[src/video_gen_pkg.sv]
// ~~~~~~~~~~~~~~~~~~~~~~~~~~~~~~~~~~~~~~~~~~~~~~~~~~
// video generator shared types
// widths, register numbers, timing and playfield bundles
// ~~~~~~~~~~~~~~~~~~~~~~~~~~~~~~~~~~~~~~~~~~~~~~~~~~

package video_gen_pkg;

    typedef logic [15:0] word_t;        // register and vram data word
    typedef logic [15:0] addr_t;        // vram word address
    typedef logic [7:0]  color_t;       // palette index
    typedef logic [10:0] hres_t;        // horizontal counter
    typedef logic [10:0] vres_t;        // vertical counter
    typedef logic [4:0]  reg_num_t;     // config register number

    // video config registers
    localparam reg_num_t XR_VID_CTRL     = 5'h00;  // border color
    localparam reg_num_t XR_VID_INTR     = 5'h03;  // write fires interrupt
    localparam reg_num_t XR_VID_LEFT     = 5'h04;
    localparam reg_num_t XR_VID_RIGHT    = 5'h05;
    localparam reg_num_t XR_SCANLINE     = 5'h08;  // read only
    localparam reg_num_t XR_VID_HSIZE    = 5'h0A;  // read only
    localparam reg_num_t XR_VID_VSIZE    = 5'h0B;  // read only

    // playfield registers
    localparam reg_num_t XR_PA_GFX_CTRL  = 5'h10;  // colorbase[15:8], blank[7]
    localparam reg_num_t XR_PA_DISP_ADDR = 5'h12;
    localparam reg_num_t XR_PA_LINE_LEN  = 5'h13;

    localparam color_t BORDER_RESET = 8'h08;       // dark grey, visible after reset

    // outputs of the timing generator, all registered
    typedef struct packed {
        hres_t h_count;
        vres_t v_count;
        logic  h_visible;
        logic  v_visible;
        logic  end_of_line;     // last cycle of a line
        logic  end_of_frame;    // last cycle of a frame
        logic  end_of_visible;  // last visible pixel
        logic  hsync;
        logic  vsync;
        logic  dv_de;           // display enable
    } vid_timing_t;

    // playfield configuration from the register block
    typedef struct packed {
        logic   blank;
        color_t colorbase;
        color_t border_color;
        hres_t  vid_left;       // first pixel inside window
        hres_t  vid_right;      // first pixel past window
        addr_t  start_addr;     // first line of frame
        word_t  line_len;       // words added per line
    } pf_cfg_t;

endpackage

[src/video_bitmap.sv]
// ~~~~~~~~~~~~~~~~~~~~~~~~~~~~~~~~~~~~~~~~~~~~~~~~~~
// bitmap playfield, 8 bits per pixel
// fetches vram words and shifts out palette indices
// ~~~~~~~~~~~~~~~~~~~~~~~~~~~~~~~~~~~~~~~~~~~~~~~~~~

module video_bitmap #(
    parameter int H_VISIBLE = 32,
    parameter int H_FRONT   = 2,
    parameter int H_SYNC    = 4,
    parameter int H_BACK    = 4
) (
    input  logic                       clk,
    input  logic                       reset_i,
    input  video_gen_pkg::vid_timing_t timing_i,
    input  video_gen_pkg::pf_cfg_t     cfg_i,
    output logic                       vram_sel_o,
    output video_gen_pkg::addr_t       vram_addr_o,
    input  video_gen_pkg::word_t       vram_data_i,
    output video_gen_pkg::color_t      color_index_o
);

    localparam int H_OFF      = H_FRONT + H_SYNC + H_BACK;
    localparam int H_TOTAL    = H_OFF + H_VISIBLE;
    localparam int FETCH_LEAD = 3;      // issue, data, load, then first pixel

    // h_count of the first and last vram read on a line
    localparam video_gen_pkg::hres_t FETCH_FIRST = video_gen_pkg::hres_t'(H_OFF - FETCH_LEAD);
    localparam video_gen_pkg::hres_t FETCH_LAST  =
        video_gen_pkg::hres_t'(H_OFF - FETCH_LEAD + H_VISIBLE - 2);
    localparam video_gen_pkg::hres_t DE_FIRST = video_gen_pkg::hres_t'(H_OFF - 1);
    localparam video_gen_pkg::hres_t DE_LAST  = video_gen_pkg::hres_t'(H_TOTAL - 2);

    video_gen_pkg::hres_t  h_next;      // position of the following cycle
    video_gen_pkg::hres_t  px_x;        // pixel x of the following cycle
    video_gen_pkg::addr_t  line_addr;   // first word of current line
    video_gen_pkg::addr_t  fetch_addr;  // next word to read
    video_gen_pkg::word_t  pix_word;    // high byte is the current pixel
    video_gen_pkg::color_t pix_pre;
    logic                  issue_next;
    logic                  de_next;
    logic                  in_border;
    logic                  vram_rd_q;   // data is on vram_data_i this cycle

    always_comb begin
        h_next = timing_i.h_count + 1'b1;
        px_x   = timing_i.h_count - DE_FIRST;

        // one read every second cycle inside the window
        issue_next = timing_i.v_visible && !cfg_i.blank &&
                     (h_next >= FETCH_FIRST) && (h_next <= FETCH_LAST) &&
                     (h_next[0] == FETCH_FIRST[0]);

        de_next   = timing_i.v_visible &&
                    (timing_i.h_count >= DE_FIRST) && (timing_i.h_count <= DE_LAST);
        in_border = cfg_i.blank || (px_x < cfg_i.vid_left) || (px_x >= cfg_i.vid_right);

        // border pre-XORed so the colorbase XOR below cancels out
        pix_pre = in_border ? (cfg_i.border_color ^ cfg_i.colorbase) : pix_word[15:8];
    end

    // fetch addressing
    always_ff @(posedge clk) begin
        if (reset_i) begin
            vram_sel_o <= 1'b0;
            vram_rd_q  <= 1'b0;
            line_addr  <= '0;
            fetch_addr <= '0;
        end else begin
            vram_sel_o <= issue_next;
            vram_rd_q  <= vram_sel_o;

            if (timing_i.end_of_frame) begin
                line_addr  <= cfg_i.start_addr;
                fetch_addr <= cfg_i.start_addr;
            end else if (timing_i.end_of_line) begin
                if (timing_i.v_visible) begin
                    line_addr  <= line_addr + cfg_i.line_len;
                    fetch_addr <= line_addr + cfg_i.line_len;
                end else begin
                    fetch_addr <= line_addr;
                end
            end else if (issue_next) begin
                fetch_addr <= fetch_addr + 1'b1;
            end
        end
    end

    always_ff @(posedge clk) begin
        if (issue_next) begin
            vram_addr_o <= fetch_addr;
        end
        // load on data cycles, otherwise move low byte up
        if (vram_rd_q) begin
            pix_word <= vram_data_i;
        end else begin
            pix_word <= {pix_word[7:0], 8'h00};
        end
    end

    // pixel out, same edge as dv_de
    always_ff @(posedge clk) begin
        if (reset_i) begin
            color_index_o <= '0;
        end else begin
            color_index_o <= de_next ? (pix_pre ^ cfg_i.colorbase) : '0;
        end
    end

endmodule

[src/video_gen.sv]
// ~~~~~~~~~~~~~~~~~~~~~~~~~~~~~~~~~~~~~~~~~~~~~~~~~~
// video generator top level
// timing, config registers and bitmap playfield
// ~~~~~~~~~~~~~~~~~~~~~~~~~~~~~~~~~~~~~~~~~~~~~~~~~~

module video_gen #(
    parameter int H_VISIBLE = 32,
    parameter int H_FRONT   = 2,
    parameter int H_SYNC    = 4,
    parameter int H_BACK    = 4,
    parameter int V_VISIBLE = 8,
    parameter int V_FRONT   = 1,
    parameter int V_SYNC    = 2,
    parameter int V_BACK    = 2
) (
    input  logic                    clk,
    input  logic                    reset_i,
    // config registers
    input  logic                    reg_wr_i,
    input  video_gen_pkg::reg_num_t reg_num_i,
    input  video_gen_pkg::word_t    reg_data_i,
    output video_gen_pkg::word_t    reg_data_o,
    output logic                    video_intr_o,
    // vram read port
    output logic                    vram_sel_o,
    output video_gen_pkg::addr_t    vram_addr_o,
    input  video_gen_pkg::word_t    vram_data_i,
    // video out
    output logic                    h_blank_o,
    output logic                    v_blank_o,
    output logic                    hsync_o,
    output logic                    vsync_o,
    output logic                    dv_de_o,
    output video_gen_pkg::color_t   color_index_o
);

    video_gen_pkg::vid_timing_t timing;
    video_gen_pkg::pf_cfg_t     pf_cfg;

    assign h_blank_o = ~timing.h_visible;
    assign v_blank_o = ~timing.v_visible;
    assign hsync_o   = timing.hsync;
    assign vsync_o   = timing.vsync;
    assign dv_de_o   = timing.dv_de;

    video_timing #(
        .H_VISIBLE(H_VISIBLE), .H_FRONT(H_FRONT), .H_SYNC(H_SYNC), .H_BACK(H_BACK),
        .V_VISIBLE(V_VISIBLE), .V_FRONT(V_FRONT), .V_SYNC(V_SYNC), .V_BACK(V_BACK)
    ) i_video_timing (
        .clk     (clk),
        .reset_i (reset_i),
        .timing_o(timing)
    );

    video_regs #(
        .H_VISIBLE(H_VISIBLE),
        .V_VISIBLE(V_VISIBLE)
    ) i_video_regs (
        .clk         (clk),
        .reset_i     (reset_i),
        .reg_wr_i    (reg_wr_i),
        .reg_num_i   (reg_num_i),
        .reg_data_i  (reg_data_i),
        .timing_i    (timing),
        .reg_data_o  (reg_data_o),
        .video_intr_o(video_intr_o),
        .pf_cfg_o    (pf_cfg)
    );

    video_bitmap #(
        .H_VISIBLE(H_VISIBLE), .H_FRONT(H_FRONT), .H_SYNC(H_SYNC), .H_BACK(H_BACK)
    ) i_video_bitmap (
        .clk          (clk),
        .reset_i      (reset_i),
        .timing_i     (timing),
        .cfg_i        (pf_cfg),
        .vram_sel_o   (vram_sel_o),
        .vram_addr_o  (vram_addr_o),
        .vram_data_i  (vram_data_i),
        .color_index_o(color_index_o)
    );

endmodule

[src/video_regs.sv]
// ~~~~~~~~~~~~~~~~~~~~~~~~~~~~~~~~~~~~~~~~~~~~~~~~~~
// video config registers
// strobe writes, registered readback, video interrupt
// ~~~~~~~~~~~~~~~~~~~~~~~~~~~~~~~~~~~~~~~~~~~~~~~~~~

module video_regs #(
    parameter int H_VISIBLE = 32,
    parameter int V_VISIBLE = 8
) (
    input  logic                       clk,
    input  logic                       reset_i,
    input  logic                       reg_wr_i,
    input  video_gen_pkg::reg_num_t    reg_num_i,
    input  video_gen_pkg::word_t       reg_data_i,
    input  video_gen_pkg::vid_timing_t timing_i,
    output video_gen_pkg::word_t       reg_data_o,
    output logic                       video_intr_o,
    output video_gen_pkg::pf_cfg_t     pf_cfg_o
);

    video_gen_pkg::word_t rd_data;

    // register writes
    always_ff @(posedge clk) begin
        if (reset_i) begin
            video_intr_o          <= 1'b0;
            pf_cfg_o.border_color <= video_gen_pkg::BORDER_RESET;
            pf_cfg_o.vid_left     <= '0;
            pf_cfg_o.vid_right    <= video_gen_pkg::hres_t'(H_VISIBLE);
            pf_cfg_o.blank        <= 1'b1;          // playfield off until enabled
            pf_cfg_o.colorbase    <= '0;
            pf_cfg_o.start_addr   <= '0;
            pf_cfg_o.line_len     <= video_gen_pkg::word_t'(H_VISIBLE / 2);
        end else begin
            video_intr_o <= timing_i.end_of_visible;

            if (reg_wr_i) begin
                case (reg_num_i)
                    video_gen_pkg::XR_VID_CTRL: begin
                        pf_cfg_o.border_color <= reg_data_i[7:0];
                    end
                    video_gen_pkg::XR_VID_INTR: begin
                        video_intr_o <= 1'b1;       // software interrupt
                    end
                    video_gen_pkg::XR_VID_LEFT: begin
                        pf_cfg_o.vid_left <= video_gen_pkg::hres_t'(reg_data_i);
                    end
                    video_gen_pkg::XR_VID_RIGHT: begin
                        pf_cfg_o.vid_right <= video_gen_pkg::hres_t'(reg_data_i);
                    end
                    video_gen_pkg::XR_PA_GFX_CTRL: begin
                        pf_cfg_o.colorbase <= reg_data_i[15:8];
                        pf_cfg_o.blank     <= reg_data_i[7];
                    end
                    video_gen_pkg::XR_PA_DISP_ADDR: begin
                        pf_cfg_o.start_addr <= reg_data_i;
                    end
                    video_gen_pkg::XR_PA_LINE_LEN: begin
                        pf_cfg_o.line_len <= reg_data_i;
                    end
                    default: begin
                    end
                endcase
            end
        end
    end

    // readback mux
    always_comb begin
        case (reg_num_i)
            video_gen_pkg::XR_VID_CTRL: begin
                rd_data = {8'h00, pf_cfg_o.border_color};
            end
            video_gen_pkg::XR_VID_LEFT: begin
                rd_data = video_gen_pkg::word_t'(pf_cfg_o.vid_left);
            end
            video_gen_pkg::XR_VID_RIGHT: begin
                rd_data = video_gen_pkg::word_t'(pf_cfg_o.vid_right);
            end
            video_gen_pkg::XR_SCANLINE: begin
                rd_data = video_gen_pkg::word_t'(timing_i.v_count);
            end
            video_gen_pkg::XR_VID_HSIZE: begin
                rd_data = video_gen_pkg::word_t'(H_VISIBLE);
            end
            video_gen_pkg::XR_VID_VSIZE: begin
                rd_data = video_gen_pkg::word_t'(V_VISIBLE);
            end
            video_gen_pkg::XR_PA_GFX_CTRL: begin
                rd_data = {pf_cfg_o.colorbase, pf_cfg_o.blank, 7'b0};
            end
            video_gen_pkg::XR_PA_DISP_ADDR: begin
                rd_data = pf_cfg_o.start_addr;
            end
            video_gen_pkg::XR_PA_LINE_LEN: begin
                rd_data = pf_cfg_o.line_len;
            end
            default: begin
                rd_data = '0;                       // VID_INTR and unused numbers
            end
        endcase
    end

    // read data one cycle after the number
    always_ff @(posedge clk) begin
        reg_data_o <= rd_data;
    end

endmodule

[src/video_timing.sv]
// ~~~~~~~~~~~~~~~~~~~~~~~~~~~~~~~~~~~~~~~~~~~~~~~~~~
// video timing generator
// h/v counters with registered sync and visibility
// ~~~~~~~~~~~~~~~~~~~~~~~~~~~~~~~~~~~~~~~~~~~~~~~~~~

module video_timing #(
    parameter int H_VISIBLE = 32,
    parameter int H_FRONT   = 2,
    parameter int H_SYNC    = 4,
    parameter int H_BACK    = 4,
    parameter int V_VISIBLE = 8,
    parameter int V_FRONT   = 1,
    parameter int V_SYNC    = 2,
    parameter int V_BACK    = 2
) (
    input  logic                      clk,
    input  logic                      reset_i,
    output video_gen_pkg::vid_timing_t timing_o
);

    // offscreen part comes first in each line and frame
    localparam int H_OFF   = H_FRONT + H_SYNC + H_BACK;
    localparam int H_TOTAL = H_OFF + H_VISIBLE;
    localparam int V_OFF   = V_FRONT + V_SYNC + V_BACK;
    localparam int V_TOTAL = V_OFF + V_VISIBLE;

    localparam video_gen_pkg::hres_t H_LAST = video_gen_pkg::hres_t'(H_TOTAL - 1);
    localparam video_gen_pkg::vres_t V_LAST = video_gen_pkg::vres_t'(V_TOTAL - 1);

    video_gen_pkg::hres_t h_next;
    video_gen_pkg::vres_t v_next;
    logic                 h_wrap;
    logic                 v_wrap;
    logic                 h_vis_next;
    logic                 v_vis_next;
    logic                 hs_next;
    logic                 vs_next;
    logic                 eol_next;

    // next counter values, flags are registered from these
    always_comb begin
        h_wrap = (timing_o.h_count == H_LAST);
        v_wrap = (timing_o.v_count == V_LAST);
        h_next = h_wrap ? '0 : timing_o.h_count + 1'b1;
        v_next = timing_o.v_count;
        if (h_wrap) begin
            v_next = v_wrap ? '0 : timing_o.v_count + 1'b1;
        end

        h_vis_next = (h_next >= video_gen_pkg::hres_t'(H_OFF));
        v_vis_next = (v_next >= video_gen_pkg::vres_t'(V_OFF));
        hs_next    = (h_next >= video_gen_pkg::hres_t'(H_FRONT)) &&
                     (h_next <  video_gen_pkg::hres_t'(H_FRONT + H_SYNC));
        vs_next    = (v_next >= video_gen_pkg::vres_t'(V_FRONT)) &&
                     (v_next <  video_gen_pkg::vres_t'(V_FRONT + V_SYNC));
        eol_next   = (h_next == H_LAST);
    end

    always_ff @(posedge clk) begin
        if (reset_i) begin
            timing_o <= '0;
        end else begin
            timing_o.h_count      <= h_next;
            timing_o.v_count      <= v_next;
            timing_o.h_visible    <= h_vis_next;
            timing_o.v_visible    <= v_vis_next;
            timing_o.hsync        <= hs_next;
            timing_o.vsync        <= vs_next;
            timing_o.dv_de        <= h_vis_next & v_vis_next;
            timing_o.end_of_line  <= eol_next;
            timing_o.end_of_frame <= eol_next && (v_next == V_LAST);
            // visible lines are last, so this lands on the frame's final pixel
            timing_o.end_of_visible <= eol_next && v_vis_next && (v_next == V_LAST);
        end
    end

endmodule

[config.mk]
export PLATFORM = sky130hd
export DESIGN_NAME = video_gen
export DESIGN_NICKNAME = d
export VERILOG_FILES = /design/src/video_gen_pkg.sv /design/src/video_bitmap.sv /design/src/video_gen.sv /design/src/video_regs.sv /design/src/video_timing.sv
export SDC_FILE = /design/constraint.sdc
export NUM_CORES = 1
export LEC_CHECK = 0
export ABC_AREA = 1
export BUFFER_PORTS_ARGS = -buffer_cell sky130_fd_sc_hd__buf_4
export CORE_UTILIZATION = 55
export DETAILED_ROUTE_END_ITERATION = 12
export PLACE_DENSITY = 0.74
export SLEW_MARGIN = 20
export SYNTH_ARGS = -nofsm -noshare
export SYNTH_HDL_FRONTEND = slang
export SYNTH_SLANG_ARGS = --single-unit
export TNS_END_PERCENT = 100
[constraint.sdc]
create_clock -name clk -period 3.8 [get_ports clk]
set_clock_uncertainty 0.2 [all_clocks]
set_input_delay 0.38 -clock clk [delete_from_list [all_inputs] [get_ports clk]]
set_output_delay 0.38 -clock clk [all_outputs]
set_load 0.005 [all_outputs]
-- Word-level counts from Yosys, hierarchy flattened
Cells that the tools add are included.
- bits in registers: 192
- bits in latches: 0
- memory bits (writable): 0
- bits in read-only memories: 0
- output and inout bits: 47
- logic and storage cells: 101
- memories: 0
- add/sub/neg operators: 5
- multiply operators: 0
- div/mod/pow operators: 0
- $lt $le $gt $ge: 12
- eq/ne operators: 13
- shift-type cells: 0
- mux-type cells: 14
- bitwise gates (word level): 6
- reduce and logical (&&, ||, !) cells: 24
- operator list (kind ; number):
    $pmux W16 S9 ; 1
    $mux W16 ; 7
    $mux W11 ; 3
    $add A11 B1 Y11 const B ; 2
    $eq A11 B4 Y1 const B ; 2
    $eq A11 B6 Y1 const B ; 2
    $ge A11 B3 Y1 const B ; 2
    $ge A11 B4 Y1 const B ; 2
    $le A11 B6 Y1 const B ; 2
    $add A16 B1 Y16 const B ; 1
    $add A16 B16 Y16 ; 1
    $xor A8 B8 Y8 ; 2
    $eq A5 B4 Y1 const B ; 3
    $eq A5 B5 Y1 const B ; 3
    $reduce_and A2 Y1 ; 6
    $ge A11 B1 Y1 const B ; 1
    $ge A11 B11 Y1 ; 1
    $ge A11 B2 Y1 const B ; 1
    $logic_and A1 B1 Y1 ; 11
    $lt A11 B11 Y1 ; 1
    $lt A11 B2 Y1 const B ; 1
    $lt A11 B3 Y1 const B ; 1
    $sub A11 B4 Y11 const B ; 1
    $eq A5 B3 Y1 const B ; 2
    other kinds (11) ; 15

-- Logic depth before layout (Yosys ltp)
Gate-level depths: netlist of run 1.
- word-level depth: 8
- gate-level depth with buffers: 21
- gate-level depth less buffers: 20

-- By module
A second synthesis of run 1 with hierarchy kept.
- cells, all modules: 1708
- area, all modules: 11099.4 µm²
- modules (own cells, without submodules) (module ; times used ; cells an instance ; area each (µm²) ; sequential area each (µm²)):
    video_bitmap ; 1 ; 792 ; 5251.3 ; 1641.6
    video_regs ; 1 ; 629 ; 4073.9 ; 1761.7
    video_timing ; 1 ; 285 ; 1766.7 ; 600.6
    video_gen ; 1 ; 2 ; 7.5 ; 0.0

-- Worst setup path before layout of run 1
No wires, ideal clock.
- path type: reg-to-reg
- from: register i_video_timing.timing_o[19] (netlist bit)
- to: register i_video_bitmap.color_index_o[5]
- library setup time: 113 ps
- arrival time: 2671 ps
- data required time: 3487 ps
- path slack: 815 ps
- stages on the path, launching flop included: 22
- path buffers: 1
- clock period less this slack: 2985 ps
- cells stage by stage: dfxtp_1 -> inv_2 -> ha_1 -> a21oi_1 -> inv_1 -> nand2_1 -> nor3_1 -> nand2_1 -> xor2_1 -> ha_1 -> nand2_1 -> inv_1 -> nand3_1 -> inv_1 -> nand3_1 -> nand3_1 -> nor2_1 -> nand3_1 -> clkbuf_1 -> nand2_1 -> nand2_1 -> nor2_1
- longest elaborated chain between the ends: 6
- elaborated cells between the ends (all ways): 13
- those cells by class: add/sub (1); order compare (4); mux (1); bitwise (2); reduce/logical (5)
- RTL lines (element ; line ; RTL):
    from (decl) ; video_timing.sv:18 ; output video_gen_pkg::vid_timing_t timing_o
    $sub A11 B4 Y11 ; video_bitmap.sv:46 ; px_x = timing_i.h_count - DE_FIRST;
    $lt A11 B11 Y1 ; video_bitmap.sv:55 ; in_border = cfg_i.blank || (px_x < cfg_i.vid_left) || (px_x >= cfg_i.vid_right);
    $logic_or A1 B1 Y1 (2 in a row) ; video_bitmap.sv:55 ;
    $mux W8 ; video_bitmap.sv:58 ; pix_pre = in_border ? (cfg_i.border_color ^ cfg_i.colorbase) : pix_word[15:8];
    $xor A8 B8 Y8 ; video_bitmap.sv:105 ; color_index_o <= de_next ? (pix_pre ^ cfg_i.colorbase) : '0;
    to (signal assigned) ; video_bitmap.sv:105 ;
    to (decl) ; video_bitmap.sv:19 ; output video_gen_pkg::color_t color_index_o
Parallel ways exist; a longest one is shown, timed or not.
A chain may end at the register's enable or synchronous reset.

-- Final worst setup path of run 1
Same ends and word-level chain as after synthesis.

==> results of run 1 <==
where the power goes:
group | leakage (nW) | switching, mW | internal, mW
Sequential | 1.53 | 0.0148 | 2.05
Combinational | 3.65 | 0.136 | 0.0896
Clock | 0.314 | 0.997 | 0.940
Total | 5.50 | 1.15 | 3.08
registers in the layout, summed over array words and instances, names as in the netlist:
| register | cells |
|---|---|
| i_video_bitmap.vram_sel_o | 1 |
| i_video_regs.reg_data_o | 16 |
| i_video_bitmap.vram_rd_q | 1 |
| i_video_regs.pf_cfg_o | 71 |
| i_video_bitmap.color_index_o | 8 |
| i_video_bitmap.vram_addr_o | 16 |
| i_video_bitmap.pix_word | 16 |
| i_video_bitmap.line_addr | 16 |
| i_video_regs.video_intr_o | 1 |
| i_video_timing.timing_o | 30 |
| i_video_bitmap.fetch_addr | 16 |
cell families (layout without fill, tap and decap cells):
group                      count (synthesis)  in the layout  share of synthesized area, %
AOI/OAI and AO/OA                        223            223                          12.2
xor gates and xnor gates                  31             31                          2.67
adders and majority gates                 45             45                          5.62
buffers and inverters                    226            332                          8.76
DFF                                      192            192                          39.4
muxes                                      8              8                         0.887
and+or+nand+nor                          733            733                          30.5
how the worst min path moves through the flow:
stage	startpoint	slack, ns	to	cells past startpoint
floorplan	i_video_timing.timing_o[3]$_SDFF_PP0_	0.22	i_video_regs.video_intr_o$_SDFF_PP0_	2
global route	reg_data_i[7]	0.02	i_video_regs.pf_cfg_o[70]$_SDFFE_PP1P_	3
CTS	reg_data_i[5]	0.01	i_video_regs.pf_cfg_o[37]$_SDFFE_PP1P_	3
finish	reg_data_i[4]	0.02	i_video_regs.pf_cfg_o[4]$_SDFFE_PP1P_	3
detailed placement	i_video_timing.timing_o[3]$_SDFF_PP0_	0.23	i_video_regs.video_intr_o$_SDFF_PP0_	2
global placement	i_video_timing.timing_o[3]$_SDFF_PP0_	0.22	i_video_regs.video_intr_o$_SDFF_PP0_	2
synth_stat cells, drive strengths merged (2+ instances only):
cell     instances
nor3            18
o22ai           11
o21ai           99
nand2          329
a31oi            6
ha              44
o2111ai          7
xor2            28
nand3           99
inv            178
nor4             3
buf             12
o21a             3
nor2           255
mux2             8
clkbuf          33
edfxtp          16
nand4           21
o211ai           7
nand3b           5
clkinv           3
a221oi           6
xnor2            3
dfxtp          176
and2             2
a21oi           79
final cells by class:
class / count / area, µm² / share of cell area (%)
Multi-Input combinational cell: 1040 / 5270 / 44.5
Clock inverter: 15 / 226 / 1.91
Sequential cell: 192 / 4000 / 33.8
Timing Repair Buffer: 119 / 946 / 7.99
Inverter: 181 / 687 / 5.80
Tap cell: 229 / 287 / 2.42
Clock buffer: 17 / 425 / 3.59
worst max-delay path, stage by stage (launching register included):
cell and delay (ns):
dfxtp_1 0.52, inv_2 0.13, ha_1 0.25, a21oi_1 0.22, inv_1 0.06, nand2_1 0.09, nor3_1 0.07, nand2_1 0.09
xor2_1 0.21, ha_1 0.29, nand2_1 0.09, inv_1 0.04, nand3_1 0.05, inv_1 0.05, nand3_1 0.08, nand3_1 0.07
nor2_1 0.14, nand3_2 0.29, nand2_1 0.15, nand2_1 0.07, nor2_1 0.12
per-layer routing:
metal	vias up	share of wire, %	GRT usage (%)
li1	4911	-	-
met1	4437	45	43.3
met2	408	44	50.4
met3	47	8.6	7.31
met4	0	2.1	10.7
met5	-	0	0
timing repair:
| action | 4_1_cts | 5_1_grt |
|---|---|---|
| hold buffers | 21 | 0 |
| gates resized for setup | 0 | 1 |
| setup endpoints to repair | 0 | 8 |
| endpoints found under the hold margin | 30 | 0 |
==> impl_metrics.toml, run 1 <==
[power]
ir_drop_mv = 0.386
p_total_mw = 4.23
power.leakage_nw = 5.50
p_per_area_nw_per_um2 = 357

[cells_and_area]
mostFrequentLayoutCell = "nand2_1"
design_area_um2 = 11800
n_fill_cell = 1592
antenna_cells = 0
final_cell_mix = "nand2_1, nor2_1, dfxtp_1, inv_1, buf_4"
syn2layout_area_growth_pct = 16.6
fin_nets = 1636
layout-drive-gt1-share_pct = 11.3
fin_util_pct = 65.7
finalNonFillerCells = 1793

[synth]
synth_area_leader_cell = "dfxtp_1"
syn-num-nets = 1543
ys_warn_count = 0
postSynth.topFlopCell = "dfxtp_1"
seq_area_frac_synth_pct = 39.4
avgSynthCellArea_um2 = 6.97
synth_seq_cells = 192
synth_cell_type_count = 51
synth_edf_count = 16
synth_area_um2 = 10200
synth_area_leaders = "dfxtp_1, nand2_1, nor2_1, inv_1, ha_1"
synth_cells = 1458
async_flop_share_pct = 0
yosysTopAreaCellShare_pct = 34.7

[clocking]
htreeDepth = 4
cts.reportedPaths.clkPinSlew_ns = 0.09
cts.sinks = 192
cts_tree = "done"
postCtsSetupRepairBufs = 0
root_buffer = "clkbuf_16"
clock_latency_ns = 0.46
cts_made_buffers = 17
cts_max_path_buffers = 2

[place]
dp_slack_ns = 0.320
place_inst = 1740
place_area_um2 = 11000
portBuffers = 86
place.gp.congestion = 0.956
hpwlAfterDp_um = 21900

[global_route]
grt_max_degree = 66
antenna_found_initial = 0
grt_pass1_wl_um = 46100
grt_overflow_total = 0
grt_pass1_vias = 8989
grt_usage_pct = 32.1

[worst_setup_path]
r2r-end = "i_video_bitmap.color_index_o[5]$_SDFF_PP0_"
worstPathArrival_ns = 3.56
r2r_cells = 20
r2r_setup_slack_ns = 0.43
crit_path_max_fanout = 16
end_kind = "register"
cp-start-kind = "register"
crit_required_ns = 3.99
setup.worst_path.end = "i_video_bitmap.color_index_o[5]$_SDFF_PP0_"
worstSetupPathType = "register to register"
timing.rr.start = "i_video_timing.timing_o[19]$_SDFF_PP0_"
cp-startpoint = "i_video_timing.timing_o[19]$_SDFF_PP0_"

[route]
wl_per_cell_um = 16.5
wl_um = 29500
drt-initial-drc-count = 1100
dr.pass1.iters = 5
vias_per_cell = 5.47
postRouteAntennaNets = 0
vias = 9803
drc = 0

[timing]
fin_ws_ns = 0.432
period_minus_slack_ns = 3.37
fin_setup_tns_ns = 0
drv_slew = 0
finalCritPeriodShare_pct = 88.6
worstMarginPinSlew_ns = 0.797
rsz0062_at_grt = "no"
fin_hold_ws_ns = 0.0238
setup_viol = 0
hold_violations = 0
fmax_mhz = 297
slew_headroom_pct = 46.8

[floorplanning]
io_pins = 87
die_area_um2 = 19000
start_util_pct = 56.3
rows = 49
die_h_um = 138
core_um2 = 18000
die_w_um = 138

[hold_path]
hold_class = "primary input to register"

[run]
max_cap_viol_count = 0

[run_status]
outcome = "complete, no violations"
Power figures use the tool's default switching activity.
==> run 2, diff against run 1 <==
- CORE_ASPECT_RATIO: not set -> 1.1
- GPL_TIMING_DRIVEN: not set -> 1
- HOLD_SLACK_MARGIN: not set -> 0.02
==> run 2 against run 1 <==
Compared with the run above: combinational power is essentially flat; utilization grew 0.72 points; via count grew 0.53%; sequential share of layout area shrank 0.071 points; clock-buffer cell count is the same; critical path type unchanged; critical endpoint is now i_video_bitmap.color_index_o[2]$_SDFF_PP0_; highest routed layer unchanged.
==> impl_metrics.toml, run 2 (same netlist as run 1, synthesis figures left out) <==
[timing]
hold_violations = 0
rsz0062_at_grt = "no"
drv_slew = 0
setup_viol = 0
fin_hold_ws_ns = 0.0335
fmax_mhz = 295
worstMarginPinSlew_ns = 0.855
period_minus_slack_ns = 3.39
fin_setup_tns_ns = 0
finalCritPeriodShare_pct = 89.2
slew_headroom_pct = 42.9

[floorplanning]
io_pins = 87
core_um2 = 17900
die_h_um = 145
die_w_um = 132
start_util_pct = 56.8
rows = 51
die_area_um2 = 19000

[worst_setup_path]
crit_required_ns = 3.99
crit_family = "simple AND/OR/NAND/NOR gates"
crit_chain = "inv_2 -> ha_1 -> a21oi_1 -> inv_1 -> nand2_1 -> nor3_1 -> xor2_1 -> ha_1 -> a21oi_1 -> o21a_1 -> nand3_1 -> nor2_1 -> nand3_2 -> nand2_1 -> nand2_1 -> nor2_1"
crit_top_cell = "nand2_1"
worstPathArrival_ns = 3.58
worstSetupPathType = "register to register"
critPathSlowestCell = "dfxtp_1"
end_kind = "register"
crit_path_max_fanout = 16
crit_buf_inv = 2
cp-start-kind = "register"
crit_path_max_incr_delay_ns = 0.54

[clocking]
postCtsSetupRepairBufs = 0
cts_max_path_buffers = 2
cts_made_buffers = 17
cts.sinks = 192
cts_tree = "done"
cts.reportedPaths.clkPinSlew_ns = 0.08
htreeDepth = 4
root_buffer = "clkbuf_16"
clock_latency_ns = 0.45

[cells_and_area]
fin_nets = 1638
antenna_cells = 0
final_cell_mix = "nand2_1, nor2_1, dfxtp_1, inv_1, o21ai_0"
largest_register_ffs = 71
mostFrequentLayoutCell = "nand2_1"
top_regs = "i_video_regs.pf_cfg_o (71), i_video_timing.timing_o (30)"
layout-drive-gt1-share_pct = 10.9
syn2layout_area_growth_pct = 16.9
regMostFlops = "i_video_regs.pf_cfg_o"

[route]
dr.pass1.iters = 5
vias_per_cell = 5.46
wl_um = 29300
postRouteAntennaNets = 0
wl_per_cell_um = 16.2
drt-initial-drc-count = 878
drc = 0
vias = 9855

[power]
power.leakage_nw = 5.49
p_per_area_nw_per_um2 = 349
p_total_mw = 4.15
ir_drop_mv = 0.340

[place]
place.gp.congestion = 0.949
portBuffers = 86
hpwlAfterDp_um = 21900

[global_route]
grt_usage_pct = 31.3
antenna_found_initial = 0
grt_max_degree = 58
grt_overflow_total = 0
grt_pass1_vias = 9060
grt_pass1_wl_um = 46300

[run_status]
outcome = "complete, no violations"

[hold_path]
hold_class = "primary input to register"

[run]
max_cap_viol_count = 0
==> run 2: changes by cell type in the layout (fill, tap and decap cells not counted) <==
cell,delta
clkinvlp_4,+1
buf_4,-5
dlygate4sd3_1,+7
inv_4,+1
clkinv_8,+4
inv_6,-2
inv_16,-2
inv_12,-3
clkinv_4,+1
==> run 2: layout make-up <==
class | instances | area, µm²
Timing Repair Buffer | 121 | 978
Clock buffer | 17 | 425
Multi-Input combinational cell | 1040 | 5270
Tap cell | 238 | 298
Inverter | 181 | 687
Sequential cell | 192 | 4000
Fill cell | 1592 | 6000
Clock inverter | 15 | 208
==> run 2: path summary, 6_finish.rpt <==
| path | start | endpoint | slack, ns | depth (start not counted) |
|---|---|---|---|---|
| max | i_video_timing.timing_o[19]$_SDFF_PP0_ | i_video_bitmap.color_index_o[2]$_SDFF_PP0_ | 0.41 | 16 |
| min | reg_data_i[2] | i_video_regs.pf_cfg_o[2]$_SDFFE_PP0P_ | 0.03 | 3 |
| max reg2reg | i_video_timing.timing_o[19]$_SDFF_PP0_ | i_video_bitmap.color_index_o[2]$_SDFF_PP0_ | 0.41 | 16 |
| min reg2reg | i_video_timing.timing_o[3]$_SDFF_PP0_ | i_video_regs.video_intr_o$_SDFF_PP0_ | 0.24 | 2 |
==> run 2: worst register-to-register path, stage by stage, from the launching register on <==
cell	delay [ns]
dfxtp_1	0.54
inv_2	0.14
ha_1	0.24
a21oi_1	0.22
inv_1	0.06
nand2_1	0.09
nor3_1	0.07
xor2_1	0.32
ha_1	0.34
a21oi_1	0.16
o21a_1	0.12
nand3_1	0.07
nor2_1	0.14
nand3_2	0.28
nand2_1	0.16
nand2_1	0.06
nor2_1	0.11
==> run 2: metrics by stage <==
stage / cell area (µm²) / setup slack (ns) / util [%] / std cells
floorplan: 10200 / 0.815 / - / 1458
global placement: 11000 / 0.446 / 61.3 / 1744
detailed placement: 11000 / 0.314 / 61.3 / 1744
CTS: 11900 / 0.270 / 66.4 / 1804
global route: 11900 / 0.109 / 66.4 / 1804
finish: 11900 / 0.410 / 66.4 / 1804
==> run 2: metal layers <==
layer | vias to the layer above | global-route usage, % | part of all wire, % | wire, µm
li1 | 4910 | - | - | -
met1 | 4529 | 39.2 | 43 | 12500
met2 | 352 | 52.4 | 47 | 13800
met3 | 64 | 4.87 | 6.5 | 1890
met4 | 0 | 16.2 | 3.6 | 1070
met5 | - | 0 | 0 | 0
==> run 2: power breakdown <==
| part | switching (mW) | total (mW) | internal (mW) |
|---|---|---|---|
| Clock | 0.950 | 1.86 | 0.908 |
| Combinational | 0.133 | 0.226 | 0.0934 |
| Sequential | 0.0147 | 2.06 | 2.05 |
==> run 2: what timing repair did <==
item | CTS | global route
hold buffers | 28 | 0
resized for setup | 0 | 1
endpoints found under the setup margin | 0 | 8
hold endpoints to repair | 39 | 0
